==> config.mk <==
export PLATFORM = sky130hd
export DESIGN_NAME = mem_arbiter
export DESIGN_NICKNAME = d
export VERILOG_FILES = /design/src/verilog/glay_pkg.sv /design/src/verilog/mem_arbiter.sv
export SDC_FILE = /design/constraint.sdc
export NUM_CORES = 1
export LEC_CHECK = 0
export BUFFER_PORTS_ARGS = -buffer_cell sky130_fd_sc_hd__buf_2
export CORE_AREA = 2 2 68 70
export DETAILED_ROUTE_END_ITERATION = 10
export DIE_AREA = 0 0 70 72
export PLACE_DENSITY = 0.91
export SLEW_MARGIN = 20
export SYNTH_ARGS = -nofsm -noshare
export SYNTH_HDL_FRONTEND = slang
export SYNTH_SLANG_ARGS = --single-unit
==> constraint.sdc <==
create_clock -name ap_clk -period 4.29 [get_ports ap_clk]
set_input_delay 0.858 -clock ap_clk [delete_from_list [all_inputs] [get_ports ap_clk]]
set_output_delay 0.858 -clock ap_clk [all_outputs]
set_load 0.005 [all_outputs]
==> src/verilog/glay_pkg.sv <==
package glay_pkg;

    // --------------------------------------------------
    // Scratch memory geometry
    // --------------------------------------------------
    localparam int MEM_DEPTH  = 256;
    localparam int MEM_ADDR_W = $clog2(MEM_DEPTH);

    // Arbiter peers, host first
    localparam int NUM_PEERS  = 3;
    localparam int PEER_IDX_W = $clog2(NUM_PEERS);
    localparam int PEER_HOST  = 0;
    localparam int PEER_READ  = 1;
    localparam int PEER_WRITE = 2;

    // --------------------------------------------------
    // Descriptor and control chain
    // --------------------------------------------------
    typedef struct packed {
        logic [31:0] buffer_0;   // Source base
        logic [31:0] buffer_1;   // Destination base
        logic [31:0] buffer_2;   // Word count
        logic [31:0] buffer_9;   // Bit 0 read swap, bit 1 write swap
    } kernel_descriptor_payload;

    typedef struct packed {
        logic                     valid;
        kernel_descriptor_payload payload;
    } kernel_descriptor;

    typedef struct packed {
        logic ap_start;
        logic setup;
        logic done;
    } control_chain_in;

    typedef struct packed {
        logic ap_ready;
        logic ap_done;
        logic ap_idle;
        logic start;
        logic endian_read;
        logic endian_write;
    } control_chain_out;

    // Quiet control outputs, idle raised
    localparam control_chain_out CONTROL_OUT_IDLE = '{
        ap_ready     : 1'b0,
        ap_done      : 1'b0,
        ap_idle      : 1'b1,
        start        : 1'b0,
        endian_read  : 1'b0,
        endian_write : 1'b0
    };

    // One request into the shared memory
    typedef struct packed {
        logic                  valid;
        logic                  write;
        logic [MEM_ADDR_W-1:0] addr;
        logic [31:0]           data;
    } mem_request;

    typedef enum logic [2:0] {
        RESET,
        IDLE,
        SETUP,
        READY,
        START,
        BUSY,
        DONE
    } control_sync_state;

    // Byte order reversal of one word
    function automatic logic [31:0] byte_swap(input logic [31:0] w);
        return {w[7:0], w[15:8], w[23:16], w[31:24]};
    endfunction

endpackage

==> src/verilog/mem_arbiter.sv <==
`timescale 1ns/1ps

module mem_arbiter import glay_pkg::*; (
    input  logic                 ap_clk,
    input  logic                 areset_control,
    input  mem_request           req [NUM_PEERS],
    output logic [NUM_PEERS-1:0] grant,
    output logic [NUM_PEERS-1:0] rvalid,
    output mem_request           mem_req
);

    logic [PEER_IDX_W-1:0] last_grant;
    logic [PEER_IDX_W-1:0] winner;
    logic [NUM_PEERS-1:0]  req_valid;
    logic [NUM_PEERS-1:0]  above_last;
    logic [NUM_PEERS-1:0]  masked;

    // Requesters above the last winner go first
    always_comb begin
        for (int p = 0; p < NUM_PEERS; p++) begin
            req_valid[p]  = req[p].valid;
            above_last[p] = (p > int'(last_grant));
        end
    end

    assign masked = req_valid & above_last;

    // Lowest set bit, wrapping to all requests when none is above
    assign grant = (masked != '0) ? (masked & (~masked + NUM_PEERS'(1)))
                                  : (req_valid & (~req_valid + NUM_PEERS'(1)));

    // Index of the granted peer
    always_comb begin
        winner = '0;
        for (int p = 0; p < NUM_PEERS; p++) begin
            if (grant[p]) winner = PEER_IDX_W'(p);
        end
    end

    // Winner goes straight to the RAM
    assign mem_req = (grant != '0) ? req[winner] : '0;

    always_ff @(posedge ap_clk) begin
        if (areset_control) begin
            // Host first after reset
            last_grant <= PEER_IDX_W'(NUM_PEERS - 1);
            rvalid     <= '0;
        end else begin
            if (|grant) last_grant <= winner;
            // Read data lands one cycle after the grant
            for (int p = 0; p < NUM_PEERS; p++) begin
                rvalid[p] <= grant[p] && !req[p].write;
            end
        end
    end

    grant_onehot: assert property (@(posedge ap_clk) disable iff (areset_control)
        $onehot0(grant))
        else $error("more than one grant");

endmodule

# Word-level counts from Yosys, hierarchy flattened
# Cells that the tools add are included.
# word_totals
input_bits	128
out_inout_bits	48
regBits	5
elab_cells	29
# op_classes
bitwise	6
n_lt_le_gt_ge	3
n_addsub	2
n_reduce_logical	9
muxes	7
# ops
operator	count
42-bit 2-to-1 mux	3
42-bit binary-select mux with 2-bit select	1
3-bit bitwise AND	3
3-bit by 1-bit adder with 3-bit output, second input constant	2
3-bit NOT	2
3-bit nonzero test	2
3-bit greater-or-equal comparator, second input constant	1
1-bit logical AND	3
1-bit zero test	3
3-bit 2-to-1 mux	1
2-bit NOT with 3-bit output	1
3-bit OR reduction	1
1-bit by 2-bit greater-than comparator with 1-bit output, first input constant	1
2-bit greater-than comparator, first input constant	1
2-bit 2-to-1 mux	1
1-bit 2-to-1 mux	1

# Logic depth before layout (Yosys ltp)
# logic_depth
word_depth	13
depth_mapped	6
ltp_nobuf	5

# Worst setup path before layout
# No wires, ideal clock.
# synth_timing
path_type	input to output
start	input req[125] (netlist name)
end	output mem_req[13] (netlist name)
t_arrival_ps	1782
path_slack_ps	1650
path_buffers	1
t_required_ps	3432
cell_stages	5
path_cell_list	or2_1 > o21ai_2 > nand2_1 > buf_2 > a311oi_1
# synth_lines
element	line	source
start: declaration	mem_arbiter.sv:6	input mem_request req [NUM_PEERS],
end: declaration	mem_arbiter.sv:9	output mem_request mem_req

==> results.sh <==
export IMPL_start_util=0.325
export IMPL_rows=24
export IMPL_drive_gt1_frac=0.614
export IMPL_setup_viol=0
export IMPL_drt_iter0_markers=64
export IMPL_nFillCells=388
export IMPL_final_common_cell="buf_2"
export IMPL_maxCapViolCount=0
export IMPL_fin_crit_sh=0.827
export IMPL_p_comb_frac=0.671
export IMPL_synth_area_mm2=0.00139
export IMPL_yosysSeqAreaShare=0.0722
export IMPL_ys_types=27
export IMPL_nets=468
export IMPL_netlist_instances=174
export IMPL_h_tree_depth=1
export IMPL_dpl_instance_area_mm2=0.00227
export IMPL_grt_use_total=0.203
export IMPL_antenna_found_initial=0
export IMPL_die_w_um=70
export IMPL_gp_congestion=0.795
export IMPL_grt_pass1_wl_mm=8.38
export IMPL_vdd_drop_max_mv=0.140
export IMPL_hpwl_mm=4.57
export IMPL_tns_ns=0
export IMPL_start_kind="primary input"
export IMPL_worst_slew_pin_slew_ns=0.830
export IMPL_area_growth_syn_to_layout_pct=66.7
export IMPL_cts_sinks=5
export IMPL_hold_viol=0
export IMPL_cp_common_cell="buf_2"
export IMPL_rsz0062_at_grt="false"
export IMPL_intPower_uw=263
export IMPL_clock_skew_final_ns=0.000814
export IMPL_drtPass1Iterations=4
export IMPL_clock_root_buffer="clkbuf_8"
export IMPL_final_cell_mix="175 x buf_2, 44 x nand2_1, 21 x and3b_1"
export IMPL_endpoint_kind="output pin"
export IMPL_final_area_mm2=0.00231
export IMPL_grt_max_degree=27
export IMPL_power_frac_seq=0.123
export IMPL_drc=0
export IMPL_status="finished, final reports clean"
export IMPL_synth_avg_cell_area_um2=7.97
export IMPL_period_needed_ns=3.55
export IMPL_power_density_mw_per_mm2=183
export IMPL_path_clk_slew_ns=0.03
export IMPL_max_stage_delay_ns=0.55
export IMPL_die_height_um=72
export IMPL_finalPower_uw=422
export IMPL_dp_cells=387
export IMPL_coreArea_mm2=0.00426
export IMPL_slew_headroom=0.446
export IMPL_p_switching_uw=159
export IMPL_hold_depth=1
export IMPL_antenna_cells=0
export IMPL_crit_slowest_cell="o21ai_2"
export IMPL_synth_warnings=0
export IMPL_cts_resized=0
export IMPL_grt_pass1_vias=1927
export IMPL_drv_slew=0
export IMPL_cts_setup_buffers=0
export IMPL_ant_nets=0
export IMPL_path_cells="buf_2 > nor2b_2 > o21ai_2 > nand2_1 > inv_1 > o2bb2ai_1 > buf_2"
export IMPL_io_buffer_count=175
export IMPL_clock_latency_ns=0.22
export IMPL_overflow=0
export IMPL_cp_required_ns=3.43
export IMPL_min_path_type="flop to flop"
export IMPL_worstPathMaxFanout=22
export IMPL_cts_tree="done"
export IMPL_hold_buffers=0
export IMPL_path_class="primary input to output pin"
export IMPL_swShare=0.376
export IMPL_p_leak_uw=0.00134
export IMPL_crit_arrival_ns=2.69
export IMPL_finalWirelength_mm=5.49
export IMPL_numCtsBuffers=3
export IMPL_die_area_mm2=0.00504
export IMPL_clockPowerShare=0.206
export IMPL_routed_via_count=2015
export IMPL_ys_ff_latch=5
export IMPL_wl_per_cell_um=14.0
export IMPL_avgViaCountPerCell=5.15
export IMPL_fin_util=0.542
export IMPL_synth_fp_nets=302
export IMPL_cts_max_path_buffers=2
export IMPL_max_freq_mhz=282
export IMPL_io_pins=176
export IMPL_fin_cells=391
export IMPL_ff2ff_path_depth=5
[power groups by stage]
stage / combinational [uW] / clock, uW / sequential [uW]
2_1_floorplan: 158 / 0 / 52.2
3_3_place_gp: 279 / 0 / 52.3
4_1_cts: 287 / 88.2 / 51.8
6_report: 283 / 86.9 / 51.9
3_5_place_dp: 286 / 0 / 52.5
5_1_grt: 310 / 90.1 / 52.1
[metal layers]
metal / up-vias / track usage / part of all wire
met1: 908 / 0.202 / 0.37
met5: - / 0 / 0
met2: 113 / 0.429 / 0.55
met4: 0 / 0.0491 / 0.0087
li1: 988 / - / -
met3: 6 / 0.0347 / 0.077
[worst paths after layout]
| path | from | endpoint | slack [ns] |
|---|---|---|---|
| setup / recovery | req[83] | mem_req[6] | 0.74 |
| hold / removal | last_grant[1] | last_grant[1] | 0.62 |
| setup reg to reg | last_grant[0] | rvalid[2] | 2.60 |
| hold reg to reg | last_grant[1] | last_grant[1] | 0.62 |
[per-stage QoR]
step           hold WS [ns]  worst slack (ns)
2_1_floorplan         0.559              1.65
3_3_place_gp          0.592             0.816
3_5_place_dp          0.609             0.746
4_1_cts               0.617             0.740
5_1_grt               0.639             0.605
6_report              0.620             0.743
[cell families (layout without fill, tap and decap cells)]
logic type / Yosys count / in the layout / synth area share
multiplexers: 20 / 20 / 0.144
AND/OR/NAND/NOR: 80 / 80 / 0.316
AO/OA/AOI/OAI: 47 / 47 / 0.377
buffers and inverters: 22 / 187 / 0.0902
flip-flops: 5 / 5 / 0.0722
[cell type report]
cell class / count / area (um^2) / area share
clock buffers: 4 / 45.0 / 0.0195
inverters: 3 / 11.3 / 0.00487
multi-input cells: 147 / 1160 / 0.504
flip-flops and latches: 5 / 100 / 0.0433
well taps: 52 / 65.1 / 0.0282
repair buffers: 180 / 926 / 0.401
[synth_stat cells (all sizes together)]
cell     number  area [um^2]
a311oi       21          297
inv           3         11.3
mux2i        20          200
nand2        44          165
dfxtp         5          100
nor2          6         22.5
and3b        21          184
nor2b         2         15.0
buf          13         91.3
or2           1         6.26
o21ai         1         8.76
o21a          1         7.51
o2bb2ai      20          175
nor3b         2         20.0
nor3          2         10.0
a21oi         3         26.3
nand2b        2         15.0
clkbuf        6         22.5
a211o         1         8.76
[state kept, by name, indices dropped and copies added, names as in the netlist]
name	cells
rvalid	3
last_grant	2
[critical path: cells and delay by family]
kind	cells	cell delay (ns)
AO/OA/AOI/OAI	2	0.74
buffers and inverters	3	0.76
AND/OR/NAND/NOR	2	0.32
(Power assumes the default switching activity.)
