## src/verilog/glay_pkg.sv

```systemverilog
package glay_pkg;

    // --------------------------------------------------
    // Scratch memory geometry
    // --------------------------------------------------
    localparam int MEM_DEPTH  = 256;
    localparam int MEM_ADDR_W = $clog2(MEM_DEPTH);

    // Arbiter peers, host first
    localparam int NUM_PEERS  = 3;
    localparam int PEER_IDX_W = $clog2(NUM_PEERS);
    localparam int PEER_HOST  = 0;
    localparam int PEER_READ  = 1;
    localparam int PEER_WRITE = 2;

    // --------------------------------------------------
    // Descriptor and control chain
    // --------------------------------------------------
    typedef struct packed {
        logic [31:0] buffer_0;   // Source base
        logic [31:0] buffer_1;   // Destination base
        logic [31:0] buffer_2;   // Word count
        logic [31:0] buffer_9;   // Bit 0 read swap, bit 1 write swap
    } kernel_descriptor_payload;

    typedef struct packed {
        logic                     valid;
        kernel_descriptor_payload payload;
    } kernel_descriptor;

    typedef struct packed {
        logic ap_start;
        logic setup;
        logic done;
    } control_chain_in;

    typedef struct packed {
        logic ap_ready;
        logic ap_done;
        logic ap_idle;
        logic start;
        logic endian_read;
        logic endian_write;
    } control_chain_out;

    // Quiet control outputs, idle raised
    localparam control_chain_out CONTROL_OUT_IDLE = '{
        ap_ready     : 1'b0,
        ap_done      : 1'b0,
        ap_idle      : 1'b1,
        start        : 1'b0,
        endian_read  : 1'b0,
        endian_write : 1'b0
    };

    // One request into the shared memory
    typedef struct packed {
        logic                  valid;
        logic                  write;
        logic [MEM_ADDR_W-1:0] addr;
        logic [31:0]           data;
    } mem_request;

    typedef enum logic [2:0] {
        RESET,
        IDLE,
        SETUP,
        READY,
        START,
        BUSY,
        DONE
    } control_sync_state;

    // Byte order reversal of one word
    function automatic logic [31:0] byte_swap(input logic [31:0] w);
        return {w[7:0], w[15:8], w[23:16], w[31:24]};
    endfunction

endpackage

```

## src/verilog/array_read_engine.sv

```systemverilog
`timescale 1ns/1ps

module array_read_engine import glay_pkg::*; (
    input  logic             ap_clk,
    input  logic             areset_control,
    input  kernel_descriptor descriptor,
    input  logic             run,
    input  logic             endian_read,
    output mem_request       mem_req,
    input  logic             grant,
    input  logic             rvalid,
    input  logic [31:0]      rdata,
    output logic [31:0]      word,
    output logic             word_valid,
    input  logic             word_taken,
    output logic             idle
);

    logic        started;
    logic [31:0] rd_index;
    logic [31:0] src_addr;
    logic        pending;
    logic [31:0] spare;
    logic        spare_valid;
    logic [31:0] fetched;
    logic [1:0]  occupancy;
    logic        issue;
    logic        to_word;

    // --------------------------------------------------
    // Read issue
    // --------------------------------------------------
    assign src_addr  = descriptor.payload.buffer_0 + rd_index;
    // Held, landed and in flight words together
    assign occupancy = {1'b0, word_valid} + {1'b0, spare_valid} + {1'b0, pending};
    assign issue     = started && (rd_index != descriptor.payload.buffer_2)
                     && (occupancy < 2'd2);

    assign mem_req.valid = issue;
    assign mem_req.write = 1'b0;
    assign mem_req.addr  = src_addr[MEM_ADDR_W-1:0];
    assign mem_req.data  = '0;

    // Swap on arrival
    assign fetched = endian_read ? byte_swap(rdata) : rdata;
    // Returned data fills the held slot when it frees up
    assign to_word = rvalid && (!word_valid || word_taken);

    assign idle = !started || ((rd_index == descriptor.payload.buffer_2) && !pending
                  && !word_valid && !spare_valid);

    always_ff @(posedge ap_clk) begin
        if (areset_control) begin
            started     <= 1'b0;
            rd_index    <= '0;
            pending     <= 1'b0;
            word_valid  <= 1'b0;
            spare_valid <= 1'b0;
        end else begin
            // One pass per valid descriptor
            if (run && !started) begin
                started  <= 1'b1;
                rd_index <= '0;
            end else if (!descriptor.valid) begin
                started <= 1'b0;
            end
            if (issue && grant) rd_index <= rd_index + 32'd1;
            if (issue && grant) begin
                pending <= 1'b1;
            end else if (rvalid) begin
                pending <= 1'b0;
            end
            if (to_word) begin
                word_valid <= 1'b1;
            end else if (word_taken) begin
                word_valid <= spare_valid;
            end
            if (rvalid && !to_word) begin
                spare_valid <= 1'b1;
            end else if (word_taken) begin
                spare_valid <= 1'b0;
            end
        end
    end

    // Data slots
    always_ff @(posedge ap_clk) begin
        if (to_word) begin
            word <= fetched;
        end else if (word_taken) begin
            word <= spare;
        end
        if (rvalid && !to_word) spare <= fetched;
    end

    rvalid_has_read: assert property (@(posedge ap_clk) disable iff (areset_control)
        rvalid |-> pending)
        else $error("read data without an outstanding read");

endmodule

```

## config.mk

```make
export PLATFORM = sky130hd
export DESIGN_NAME = array_read_engine
export DESIGN_NICKNAME = d
export VERILOG_FILES = /design/src/verilog/glay_pkg.sv /design/src/verilog/array_read_engine.sv
export SDC_FILE = /design/constraint.sdc
export NUM_CORES = 1
export LEC_CHECK = 0
export BUFFER_PORTS_ARGS = -buffer_cell sky130_fd_sc_hd__clkbuf_2
export CORE_ASPECT_RATIO = 1.75
export CORE_MARGIN = 4
export CORE_UTILIZATION = 35
export CTS_CLUSTER_DIAMETER = 50
export DETAILED_ROUTE_END_ITERATION = 16
export PLACE_DENSITY = 0.7
export RECOVER_POWER = 25
export SKIP_LAST_GASP = 1
export SLEW_MARGIN = 20
export SYNTH_ARGS = -nofsm -noshare
export SYNTH_HDL_FRONTEND = slang
export SYNTH_SLANG_ARGS = --single-unit
```

## constraint.sdc

```tcl
create_clock -name ap_clk -period 4.9 [get_ports ap_clk]
set_clock_uncertainty 0.15 [all_clocks]
set_input_delay 0.245 -clock ap_clk [delete_from_list [all_inputs] [get_ports ap_clk]]
set_output_delay 0.245 -clock ap_clk [all_outputs]
set_load 0.02 [all_outputs]
```

Yosys cells after proc, flatten, opt, wreduce, memory -nomap -nowiden
Cells that the tools add are included.
{ "op_classes": {"add_sub_neg": 4, "magnitude_cmp": 1, "n_eq_ne": 3, "mux": 13, "reduce_logical": 20} }
{ "ops": {"columns": ["cell", "count"], "rows": [
  ["$mux W32", 5],
  ["$add A32 B1 Y32 const B", 1],
  ["$eq A32 B32 Y1", 1],
  ["$ne A32 B32 Y1", 1],
  ["$logic_and A1 B1 Y1", 9],
  ["$add A8 B8 Y8", 1],
  ["$mux W1", 8],
  ["$reduce_bool A2 Y1", 4],
  ["$logic_not A1 Y1", 5],
  ["$add A1 B1 Y2", 1],
  ["$add A2 B1 Y2", 1],
  ["$logic_or A1 B1 Y1", 2],
  ["$lt A2 B2 Y1 const B", 1],
  ["$ne A2 B1 Y1 const B", 1]
]} }
{ "totals": {"reg_bits": 100, "input_bits": 168, "output_inout_bits": 76, "word_cells": 48} }

Depth between registers and ports, before layout
{ "depth": {"depth_word": 6, "depth_mapped": 9, "mapped_depth_nobuf": 7} }

Worst setup path before layout
Ideal clock, no wire load.
{ "synth_path": {"path_kind": "flip-flop to output port", "from": "reg rd_index[7]", "to": "out idle", "arrival_ns": 2.077, "t_required_ns": 4.505, "slack_ns": 2.428, "path_stages_with_launch": 7, "n_path_buf": 1, "cell_sequence": "dfxtp_1 -> buf_2 -> xor2_1 -> nor4_1 -> nand4_1 -> or2_2 -> o41ai_1"} }
{ "synth_via": {"elab_chain_len": 5} }
{ "synth_rtl": {"columns": ["element", "line", "text"], "rows": [
  ["start: declaration", "array_read_engine.sv:20", "logic [31:0] rd_index;"],
  ["start signal: assignment", "array_read_engine.sv:67", "if (issue && grant) rd_index <= rd_index + 32'd1;"],
  ["$eq A32 B32 Y1", "array_read_engine.sv:49", "assign idle = !started || ((rd_index == descriptor.payload.buffer_2) && !pending"],
  ["$logic_and A1 B1 Y1", "array_read_engine.sv:49", null],
  ["$logic_and A1 B1 Y1 (2 in a row)", "array_read_engine.sv:50", "&& !word_valid && !spare_valid);"],
  ["$logic_or A1 B1 Y1", "array_read_engine.sv:49", null],
  ["end: declaration", "array_read_engine.sv:16", "output logic idle"]
]} }
No other way between the ends.

==> run metrics <==
outcome=finished, violations left; failing checks=capacitance limit, slew limit; HP Class=in2reg; top cell type's share of synthesized area=35.2%; top cells by instance count after synthesis=mux2_2, edfxtp_1, dfxtp_1, buf_4, xor2_1; remaining global-route overflow=0; Clock H-tree levels=3; warning count from the yosys run=0; distinct cell type count of the synthesized netlist=50; Non-Filler Instances=roughly 780; Peak Freq=0.337 GHz; Worst setup EP type=output pin; leading cell type by number of instances after synthesis=mux2_2; clock network fraction of total power=36.1%; leakage power summed over all cells=2.62 nW; worst slew slack as a fraction of its limit=-14.4%; critical path startpoint category=flop; RSZ-0062 raised after global routing=false; die area=17700 um^2; share of cells above drive strength 1=28.4%; share of the yosys chip area belonging to registers=48.4%; post-synthesis cell type with the largest combined area=edfxtp_1; horizontal extent of the die=102 um; DR pass1 iterations=6; number of buffers added by the clock tree synthesis step=9; number of buffers inserted by port buffering=122; top-level port count=244; effective utilization at floorplan=35.7%; detailed-route wire length per cell=around 16 um; vias post-DR=around 4000; number of global-route vias before repair=4015; Period minus WS final=~3.0 ns; cells after synthesis=479; synthesized area divided by synthesized cell count=11.4 um^2; post-DR vias/cell=~5; total wire length after detailed routing=12700 um; post-CTS repair timing setup buffer count=0; Worst EP required=4.51 ns; number of flops mapped to enable cells by yosys=64; initial DRC count=94; hold_buf cts=0; Peak VDD IR=152 uV; ratio of total power to cell area=295 nW/um^2; RD Place Congestion=0.870; clock slew seen by the registers of the worst setup and hold paths=0.07 ns; share of synthesized registers carrying an async set or reset=0%; Post-Place Cells=about 770; clock network latency to the later pin of the worst-skew pair=0.34 ns; final cycle utilization of the critical path=60.5%; Max Cap Viol=1; DP Wirelength=9840 um; maximum number of pins on one net before global-route repair=45; post-synthesis sequential element count=100; sum of negative setup slack=0 ns; sequential share of power=50.7%; synth top area cells=edfxtp_1, mux2_2, dfxtp_1; combinational group share of total power=13.2%; Internal Pwr Total=1.38 mW; post-synthesis cell area=5460 um^2; arrival time of data at the critical path endpoint=~2.6 ns; total count of hold-check failures in the final report=0; transition time at the pin with the least slew margin=roughly 1.7 ns; count of instances resized after the clock tree is built=0; height of the die=173 um; floorplan row count=60; core region area=15300 um^2; layout net count=about 770; final routed DRC violation total=0; category of the most critical setup path=reg2out; clk root buf=clkbuf_16; global-route wire length before repair=19700 um; largest buffer count on any clock path=2; Final ANT Viol Nets=0; number of sinks on the clock net=100; pins over their slew limit=33; final setup violation count=0; CP Max Fanout=7; Net Sw Power=~0.49 mW; most common flop cell mapped by yosys=edfxtp_1; layout overhead on the synthesized area=16.2%; antenna diode count=0; fraction of power spent switching nets=26.2%; initial antenna violation count=0; clock tree from TritonCTS=done; aggregate global-route resource usage=~14%
-- cell families (layout without fill, tap and decap cells) --
kind of cell | Yosys count | in the layout | share of synthesized area [%]
muxes | 65 | 65 | 13.4
adders and majority gates | 10 | 10 | 2.43
buffers and inverters | 68 | 153 | 7.17
other | 1 | 33 | 0.0687
DFF | 100 | 100 | 48.4
and+or+nand+nor | 120 | 120 | 12.0
AOI/OAI and AO/OA | 71 | 71 | 9.44
xor gates and xnor gates | 44 | 44 | 7.06
-- critical path: stages, from the launching register on --
cell and delay (ns):
dfxtp_1 0.59, ha_1 0.32, a21o_1 0.16, a21oi_1 0.22, nor2b_1 0.08, o21a_1 0.19
o41a_1 0.32, xnor2_1 0.15, clkbuf_2 0.19
-- routing by layer --
metal  wire, um  global-route usage (%)  share of wire (%)
met1       4900                    15.4                 39
met2       6340                    24.9                 50
met3        975                    2.62                7.7
met4        486                    7.44                3.8
met5          0                       0                  0
-- power groups by stage --
stage	Clock (mW)	Combinational, mW	Sequential [mW]
final	0.676	0.246	0.948
after global routing	0.736	0.267	0.951
after CTS	0.704	0.257	0.949
after detailed placement	0	0.256	0.969
after global placement	0	0.251	0.967
after floorplan	0	0.152	0.998
-- sequential cells by signal (all words and copies together) (netlist names) --
signal       cells
word            32
started          1
pending          1
spare_valid      1
rd_index        32
word_valid       1
spare           32
-- path summary, 6_finish.rpt --
check                           cells past startpoint  slack [ns]                     start                   endpoint
worst max-delay path                                8        1.94  rd_index[1]$_SDFFE_PP0P_                mem_req[39]
worst max register to register                      7        2.12  rd_index[1]$_SDFFE_PP0P_  rd_index[20]$_SDFFE_PP0P_
worst min register to register                      2        0.35      pending$_SDFFE_PP0P_       pending$_SDFFE_PP0P_
worst min-delay path                                3        0.02           descriptor[128]       started$_SDFFE_PP0P_
-- final cells by class --
class / count / area, um^2
Clock buffer: 9 / 225
Inverter: 11 / 41.3
Multi-Input combinational cell: 343 / 2550
Fill cell: 1506 / 8970
Clock inverter: 7 / 57.6
Tap cell: 186 / 233
Timing Repair Buffer: 126 / 599
Sequential cell: 100 / 2640
-- cells in the final DEF (no fill, tap or decap), drive strengths merged, types with 11 or more instances in the layout --
| master | instances |
|---|---|
| nor2 | 23 |
| o21ai | 14 |
| edfxtp | 64 |
| dfxtp | 36 |
| nor4 | 11 |
| inv | 14 |
| nand2 | 22 |
| nand3 | 18 |
| clkbuf | 131 |
| conb | 33 |
| a21oi | 11 |
| xor2 | 34 |
| a22o | 11 |
| mux2 | 65 |
-- stage by stage --
stage / worst slack [ns] / hold slack (ns) / total power, mW / instance area (um^2) / util (%)
floorplan: 2.43 / 0.240 / 1.15 / 5580 / -
global placement: 2.19 / 0.331 / 1.22 / 6100 / 39.9
detailed placement: 2.13 / 0.337 / 1.22 / 6100 / 39.9
CTS: 1.92 / 0.00470 / 1.91 / 6390 / 41.7
global route: 1.77 / 0.0147 / 1.95 / 6340 / 41.4
finish: 1.94 / 0.0187 / 1.87 / 6340 / 41.4
Power figures use the tool's default switching activity.
