==> src/verilog/glay_pkg.sv <==
package glay_pkg;

    // --------------------------------------------------
    // Scratch memory geometry
    // --------------------------------------------------
    localparam int MEM_DEPTH  = 256;
    localparam int MEM_ADDR_W = $clog2(MEM_DEPTH);

    // Arbiter peers, host first
    localparam int NUM_PEERS  = 3;
    localparam int PEER_IDX_W = $clog2(NUM_PEERS);
    localparam int PEER_HOST  = 0;
    localparam int PEER_READ  = 1;
    localparam int PEER_WRITE = 2;

    // --------------------------------------------------
    // Descriptor and control chain
    // --------------------------------------------------
    typedef struct packed {
        logic [31:0] buffer_0;   // Source base
        logic [31:0] buffer_1;   // Destination base
        logic [31:0] buffer_2;   // Word count
        logic [31:0] buffer_9;   // Bit 0 read swap, bit 1 write swap
    } kernel_descriptor_payload;

    typedef struct packed {
        logic                     valid;
        kernel_descriptor_payload payload;
    } kernel_descriptor;

    typedef struct packed {
        logic ap_start;
        logic setup;
        logic done;
    } control_chain_in;

    typedef struct packed {
        logic ap_ready;
        logic ap_done;
        logic ap_idle;
        logic start;
        logic endian_read;
        logic endian_write;
    } control_chain_out;

    // Quiet control outputs, idle raised
    localparam control_chain_out CONTROL_OUT_IDLE = '{
        ap_ready     : 1'b0,
        ap_done      : 1'b0,
        ap_idle      : 1'b1,
        start        : 1'b0,
        endian_read  : 1'b0,
        endian_write : 1'b0
    };

    // One request into the shared memory
    typedef struct packed {
        logic                  valid;
        logic                  write;
        logic [MEM_ADDR_W-1:0] addr;
        logic [31:0]           data;
    } mem_request;

    typedef enum logic [2:0] {
        RESET,
        IDLE,
        SETUP,
        READY,
        START,
        BUSY,
        DONE
    } control_sync_state;

    // Byte order reversal of one word
    function automatic logic [31:0] byte_swap(input logic [31:0] w);
        return {w[7:0], w[15:8], w[23:16], w[31:24]};
    endfunction

endpackage

==> src/verilog/array_write_engine.sv <==
`timescale 1ns/1ps

module array_write_engine import glay_pkg::*; (
    input  logic             ap_clk,
    input  logic             areset_control,
    input  kernel_descriptor descriptor,
    input  logic             run,
    input  logic             endian_write,
    input  logic [31:0]      word,
    input  logic             word_valid,
    output logic             word_taken,
    output mem_request       mem_req,
    input  logic             grant,
    output logic             done
);

    logic        started;
    logic [31:0] wr_index;
    logic [31:0] dst_addr;
    logic        remaining;

    // --------------------------------------------------
    // Write request
    // --------------------------------------------------
    assign dst_addr  = descriptor.payload.buffer_1 + wr_index;
    assign remaining = started && (wr_index != descriptor.payload.buffer_2);

    assign mem_req.valid = remaining && word_valid;
    assign mem_req.write = 1'b1;
    assign mem_req.addr  = dst_addr[MEM_ADDR_W-1:0];
    assign mem_req.data  = endian_write ? byte_swap(word) : word;

    // Word leaves the reader on the granted cycle
    assign word_taken = mem_req.valid && grant;

    // Zero count finishes as soon as the pass starts
    assign done = started && !remaining;

    always_ff @(posedge ap_clk) begin
        if (areset_control) begin
            started  <= 1'b0;
            wr_index <= '0;
        end else begin
            if (run && !started) begin
                started  <= 1'b1;
                wr_index <= '0;
            end else if (!descriptor.valid) begin
                // Drops done once the descriptor retires
                started <= 1'b0;
            end
            if (word_taken) wr_index <= wr_index + 32'd1;
        end
    end

endmodule

==> config.mk <==
export PLATFORM = sky130hd
export DESIGN_NAME = array_write_engine
export DESIGN_NICKNAME = d
export VERILOG_FILES = /design/src/verilog/glay_pkg.sv /design/src/verilog/array_write_engine.sv
export SDC_FILE = /design/constraint.sdc
export NUM_CORES = 1
export LEC_CHECK = 0
export ABC_AREA = 1
export BUFFER_PORTS_ARGS = -buffer_cell sky130_fd_sc_hd__buf_4
export CAP_MARGIN = 10
export CORE_MARGIN = 1.5
export CORE_UTILIZATION = 40
export DETAILED_ROUTE_END_ITERATION = 16
export GPL_TIMING_DRIVEN = 0
export PLACE_DENSITY = 0.8
export REMOVE_ABC_BUFFERS = 1
export SYNTH_ARGS = -nofsm -noshare
export SYNTH_HDL_FRONTEND = slang
export SYNTH_SLANG_ARGS = --single-unit
==> constraint.sdc <==
create_clock -name ap_clk -period 4.45 [get_ports ap_clk]
set_input_delay 0.6675 -clock ap_clk [delete_from_list [all_inputs] [get_ports ap_clk]]
set_output_delay 0.6675 -clock ap_clk [all_outputs]
set_load 0.02 [all_outputs]
# Word-level counts from Yosys, hierarchy flattened
# Cells that the tools add are included.
dict set report word_totals {
  ff_bits 33
  output_inout_bits 44
  word_cells 19
}
dict set report classes {
  n_addsub 2
  n_eq_ne 2
  muxes 5
  reduce_logical 8
}
# cell count
set op_table {}
lappend op_table {{2-to-1 mux 32 bit} 3}
lappend op_table {{adder 32 x 1 -> 32 bit, second input constant} 1}
lappend op_table {{inequality test 32 bit} 1}
lappend op_table {{adder 8 bit} 1}
lappend op_table {{logical AND 1 bit} 5}
lappend op_table {{logical NOT 1 bit} 2}
lappend op_table {{2-to-1 mux 1 bit} 2}
lappend op_table {{inequality test 2 x 1 -> 1 bit, second input constant} 1}
lappend op_table {{nonzero test 2 bit} 1}

# Longest topological paths before layout
dict set report logic_depth {
  word_depth 5
  ltp_mapped 12
  ltp_nobuf 12
}

# Least setup slack after synthesis
# OpenSTA, ideal clock, no wires.
dict set report synth_timing {
  path_type {in2out}
  start {input descriptor[64] (netlist bit)}
  end {output mem_req[38] (netlist bit)}
  t_arrival_ns 1.951
  required_ns 3.783
  path_slack_ns 1.832
  path_stages 6
  path_buffers 0
  cell_sequence {ha_1 fa_1 a31oi_1 o21ai_0 a21oi_1 xnor2_1}
}
# element line_no
set synth_lines {}
lappend synth_lines {{start: declaration} array_write_engine.sv:6} ;# input kernel_descriptor descriptor,
lappend synth_lines {{end: declaration} array_write_engine.sv:12} ;# output mem_request mem_req,

# Worst setup path after layout
dict set report layout_timing {
  start {input word_valid}
  end {output word_taken}
}
dict set report layout_via {
  elab_chain_len 2
}
# element line_no
set layout_rtl {}
lappend layout_rtl {{start: declaration} array_write_engine.sv:10} ;# input logic word_valid,
lappend layout_rtl {{logical AND 1 bit} array_write_engine.sv:28} ;# assign mem_req.valid = remaining && word_valid;
lappend layout_rtl {{logical AND 1 bit} array_write_engine.sv:34} ;# assign word_taken = mem_req.valid && grant;
lappend layout_rtl {{end: declaration} array_write_engine.sv:11} ;# output logic word_taken,
# No other way between the ends.

==> summary by stage <==
Final layout
The core utilization of the finished layout is 0.523. The number of antenna repair diodes is 0. The area growth from synthesis to layout is 25.7%.

The library cell used most frequently in the layout, excluding fill and tap cells, is sky130_fd_sc_hd__nand2_1. Leaving out fill and tap cells, the most frequent cells in the layout are 141 x sky130_fd_sc_hd__nand2_1, 121 x sky130_fd_sc_hd__buf_4, 63 x sky130_fd_sc_hd__nor2_1, 62 x sky130_fd_sc_hd__inv_1. Once layout is done, the placed cells without fillers occupy approximately 4600 µm².

The number of cells in the finished layout apart from fillers is ~780. The share of final-layout standard cells stronger than drive strength 1 is 0.309. The final net count is 844.

Synth
For this run, the number of Yosys warnings is 0. The post-synth design cell area is ~3600 µm². The register bit total from synthesis is 33. Averaged over all synthesized cells, the footprint is about 6.4 µm². The most used flip-flop cell after synthesis is sky130_fd_sc_hd__dfxtp_1.

The post-synthesis compound-gate area fraction came to 0.143. In this run, distinct cell masters in the synthesized netlist total 34. Of the total synthesized cell area, the portion taken by XOR and XNOR cells is 0.106. After synthesis, the share of cell area in mux cells is 0. Of the total synthesized cell area, the portion taken by full adders, half adders and majority gates is 0.0329. The number of enable-type register cells in the synthesized netlist is 0.

Of the total synthesized cell area, the portion taken by AND, OR, NAND and NOR gates is 0.414. The share of the Yosys chip area taken by registers is 0.181. The dominant combinational cell family by area after synthesis is simple AND/OR/NAND/NOR gates.

The fraction of registers with async set/reset is 0. Synthesis produced a netlist whose cell count is 570.

Critical path
The startpoint class of the critical path is an input port. Along the worst path, the maximum fanout reaches 34. The worst setup path is captured at an output port.

The end of the worst register-to-register path is wr_index[5]$_SDFFE_PP0P_. The setup slack of the worst register-to-register path is 2020 ps. The signal arrival time at the worst endpoint is 2660 ps.

In this run the critical register-to-register path is launched from started$_SDFFE_PP0P_. At the worst endpoint, the required time is 3780 ps. The cell depth of the worst flop-to-flop path is 5. The critical path is of the in2out type.

Clocking
The post-CTS repair timing setup buffer count is 0. The tree is rooted in a sky130_fd_sc_hd__clkbuf_8. CTS built an H-tree with a depth of 2.

The clock latency of the later-clocked register in the worst-skew pair is 280 ps. Counting the buffers created by CTS gives 5. No sink is reached through more buffers than the 2 on the longest clock path. The clock tree from TritonCTS is yes. The post-CTS resize count is 0. The sink count of the clock tree is 33.

In this run, post-CTS hold repair placed 0 buffers. The clock-pin slew on the worst setup and hold paths is 70 ps.

Floorplan
The floorplan step set the die width to 98.5 µm. The die area is 9700 µm². The row count is 34. The number of primary I/O pins is 211.

The initial utilization of the core area, before any placement, comes to 0.416. The die extent in y is slightly below 100 µm. The floorplan core area is 8760 µm².

Timing
Headroom to the max-slew limit came out at 0.338. For this run, the top clock speed supported by timing is 0.300 GHz. The transition time of the tightest slew-check pin is 990 ps. The final clock period utilization by the worst path is 0.748. Clock skew on the completed layout was measured at 5.92 ps.

Setup total negative slack on the finished layout was measured at 0 ps. The worst path in the final design needs a cycle of 3330 ps, including I/O delays and setup. Setup violations remaining at the end of the flow were counted as 0. Setup repair after global routing left no endpoint under its margin. The number of pins exceeding their max-slew limit in the final report is 0.

The count of endpoints failing hold in the final timing report is 0.

Global routing
For this run, the total global-route usage over all layers was measured as 0.212. The global route total overflow is 0. The number of antenna violations at the first check in global routing is 0. Entering global routing, the biggest net connects 65 pins. The number of global-route vias before repair is 3784. The first global-routing pass estimated around 17000 µm of wire.

Outcome
The run finished with clean final reports.

Place
The placed wire-length estimate after detailed placement is 7760 µm. During placement, the flow inserted port buffers numbering 121. Including well taps, the total number of placed cells is 769. Routability-driven placement finished with a final weighted congestion of approximately 0.91. The instance area at placement is 4500 µm².

Route
In the final routed layout, each cell accounts on average for 13.1 µm. The detail route stage leaves a number of antenna-violating nets equal to 0. The overall routed net length is about 10000 µm.

In the routed design, unresolved DRC markers number 0. The iteration count of the initial detailed-routing pass is 4. The violation count after the first detailed-routing iteration is approximately 210. Summing over every cut layer, the via total after detailed routing is 3947.

Dividing the detail-routed via count by the number of cells gives slightly above 5.

Power and ir drop
Summing internal, switching and leakage power gives approximately 0.76 mW. In this run the static leakage power is 1.93 nW. The peak supply drop is 110 µV.

Power spread over the standard cell area amounts to between 150 and 200 nW/µm².

Flow run
The max-cap check violation count is 0.

Hold path
The worst hold path begins at started$_SDFFE_PP0P_. The worst hold endpoint is started$_SDFFE_PP0P_. The path class of the lowest-slack min-delay path is reg2reg. The worst hold path passes through 2 cells.
[stage by stage]
step / setup WS (ps) / hold slack (ps)
6_report: 1120 / 529
5_1_grt: 955 / 549
3_3_place_gp: 1140 / 501
3_5_place_dp: 1120 / 512
4_1_cts: 1130 / 527
2_1_floorplan: 1830 / 444
[cell type report]
type / count / area [µm²]
clock buffers: 6 / 72.6
clock inverters: 2 / 10.0
fillers: 884 / 4180
inverters: 68 / 255
multi-input cells: 439 / 2540
flip-flops and latches: 33 / 661
well taps: 108 / 135
repair buffers: 121 / 908
[worst max path at each step]
| stage | start | to | slack (ps) |
|---|---|---|---|
| 2_1_floorplan | word_valid | word_taken | 1830 |
| 3_3_place_gp | word_valid | word_taken | 1140 |
| 3_5_place_dp | word_valid | word_taken | 1120 |
| 4_1_cts | word_valid | word_taken | 1130 |
| 5_1_grt | word_valid | word_taken | 960 |
| 6_report | word_valid | word_taken | 1120 |
[power breakdown]
| part | internal [mW] | switching, mW | total (mW) |
|---|---|---|---|
| combinational | 0.105 | 0.130 | 0.234 |
| clock | 0.108 | 0.115 | 0.223 |
| sequential | 0.296 | 0.00168 | 0.298 |
[routing by layer]
metal | share of wire | vias to the layer above | wire [µm] | track usage
li1 | - | 2037 | - | -
met1 | 0.44 | 1735 | 4470 | 0.272
met2 | 0.46 | 154 | 4700 | 0.365
met3 | 0.078 | 21 | 795 | 0.0390
met4 | 0.018 | 0 | 185 | 0.0553
met5 | 0 | - | 0 | 0
[synth_stat cells, types with 2 or more instances]
master | number | share of area
sky130_fd_sc_hd__o21ai_0 | 24 | 0.033
sky130_fd_sc_hd__nand2_1 | 142 | 0.15
sky130_fd_sc_hd__dfxtp_1 | 33 | 0.18
sky130_fd_sc_hd__ha_1 | 8 | 0.027
sky130_fd_sc_hd__nor2_2 | 6 | 0.010
sky130_fd_sc_hd__nand3_1 | 16 | 0.022
sky130_fd_sc_hd__nand3_2 | 31 | 0.085
sky130_fd_sc_hd__clkinv_1 | 2 | 0.0021
sky130_fd_sc_hd__buf_6 | 2 | 0.0062
sky130_fd_sc_hd__inv_1 | 62 | 0.064
sky130_fd_sc_hd__a21oi_2 | 29 | 0.070
sky130_fd_sc_hd__nor3_1 | 2 | 0.0027
sky130_fd_sc_hd__xor2_1 | 16 | 0.038
sky130_fd_sc_hd__xnor2_1 | 28 | 0.067
sky130_fd_sc_hd__buf_12 | 3 | 0.016
sky130_fd_sc_hd__clkbuf_1 | 14 | 0.014
sky130_fd_sc_hd__a21oi_1 | 26 | 0.036
sky130_fd_sc_hd__nor2_4 | 3 | 0.0093
sky130_fd_sc_hd__buf_2 | 8 | 0.011
sky130_fd_sc_hd__inv_2 | 4 | 0.0041
sky130_fd_sc_hd__nand4_1 | 33 | 0.057
sky130_fd_sc_hd__nor2_1 | 63 | 0.065
sky130_fd_sc_hd__buf_1 | 2 | 0.0021
sky130_fd_sc_hd__nand2_2 | 3 | 0.0051
[flip-flops by register name (all words and copies together) (netlist names)]
| signal | flops |
|---|---|
| started | 1 |
| wr_index | 32 |
[cell families after synthesis]
kind of cell | Yosys count
xor gates and xnor gates | 44
other | 1
and+or+nand+nor | 303
AOI/OAI and AO/OA | 82
buffers and inverters | 98
DFF | 33
adders and majority gates | 9
[critical path: stages]
cell and delay, ps:
sky130_fd_sc_hd__buf_4 110, sky130_fd_sc_hd__nand2_1 60, sky130_fd_sc_hd__clkinv_1 740, sky130_fd_sc_hd__nand3_4 870, sky130_fd_sc_hd__inv_2 40, sky130_fd_sc_hd__buf_4 170
Note: power is estimated with default switching activity, not from simulation.
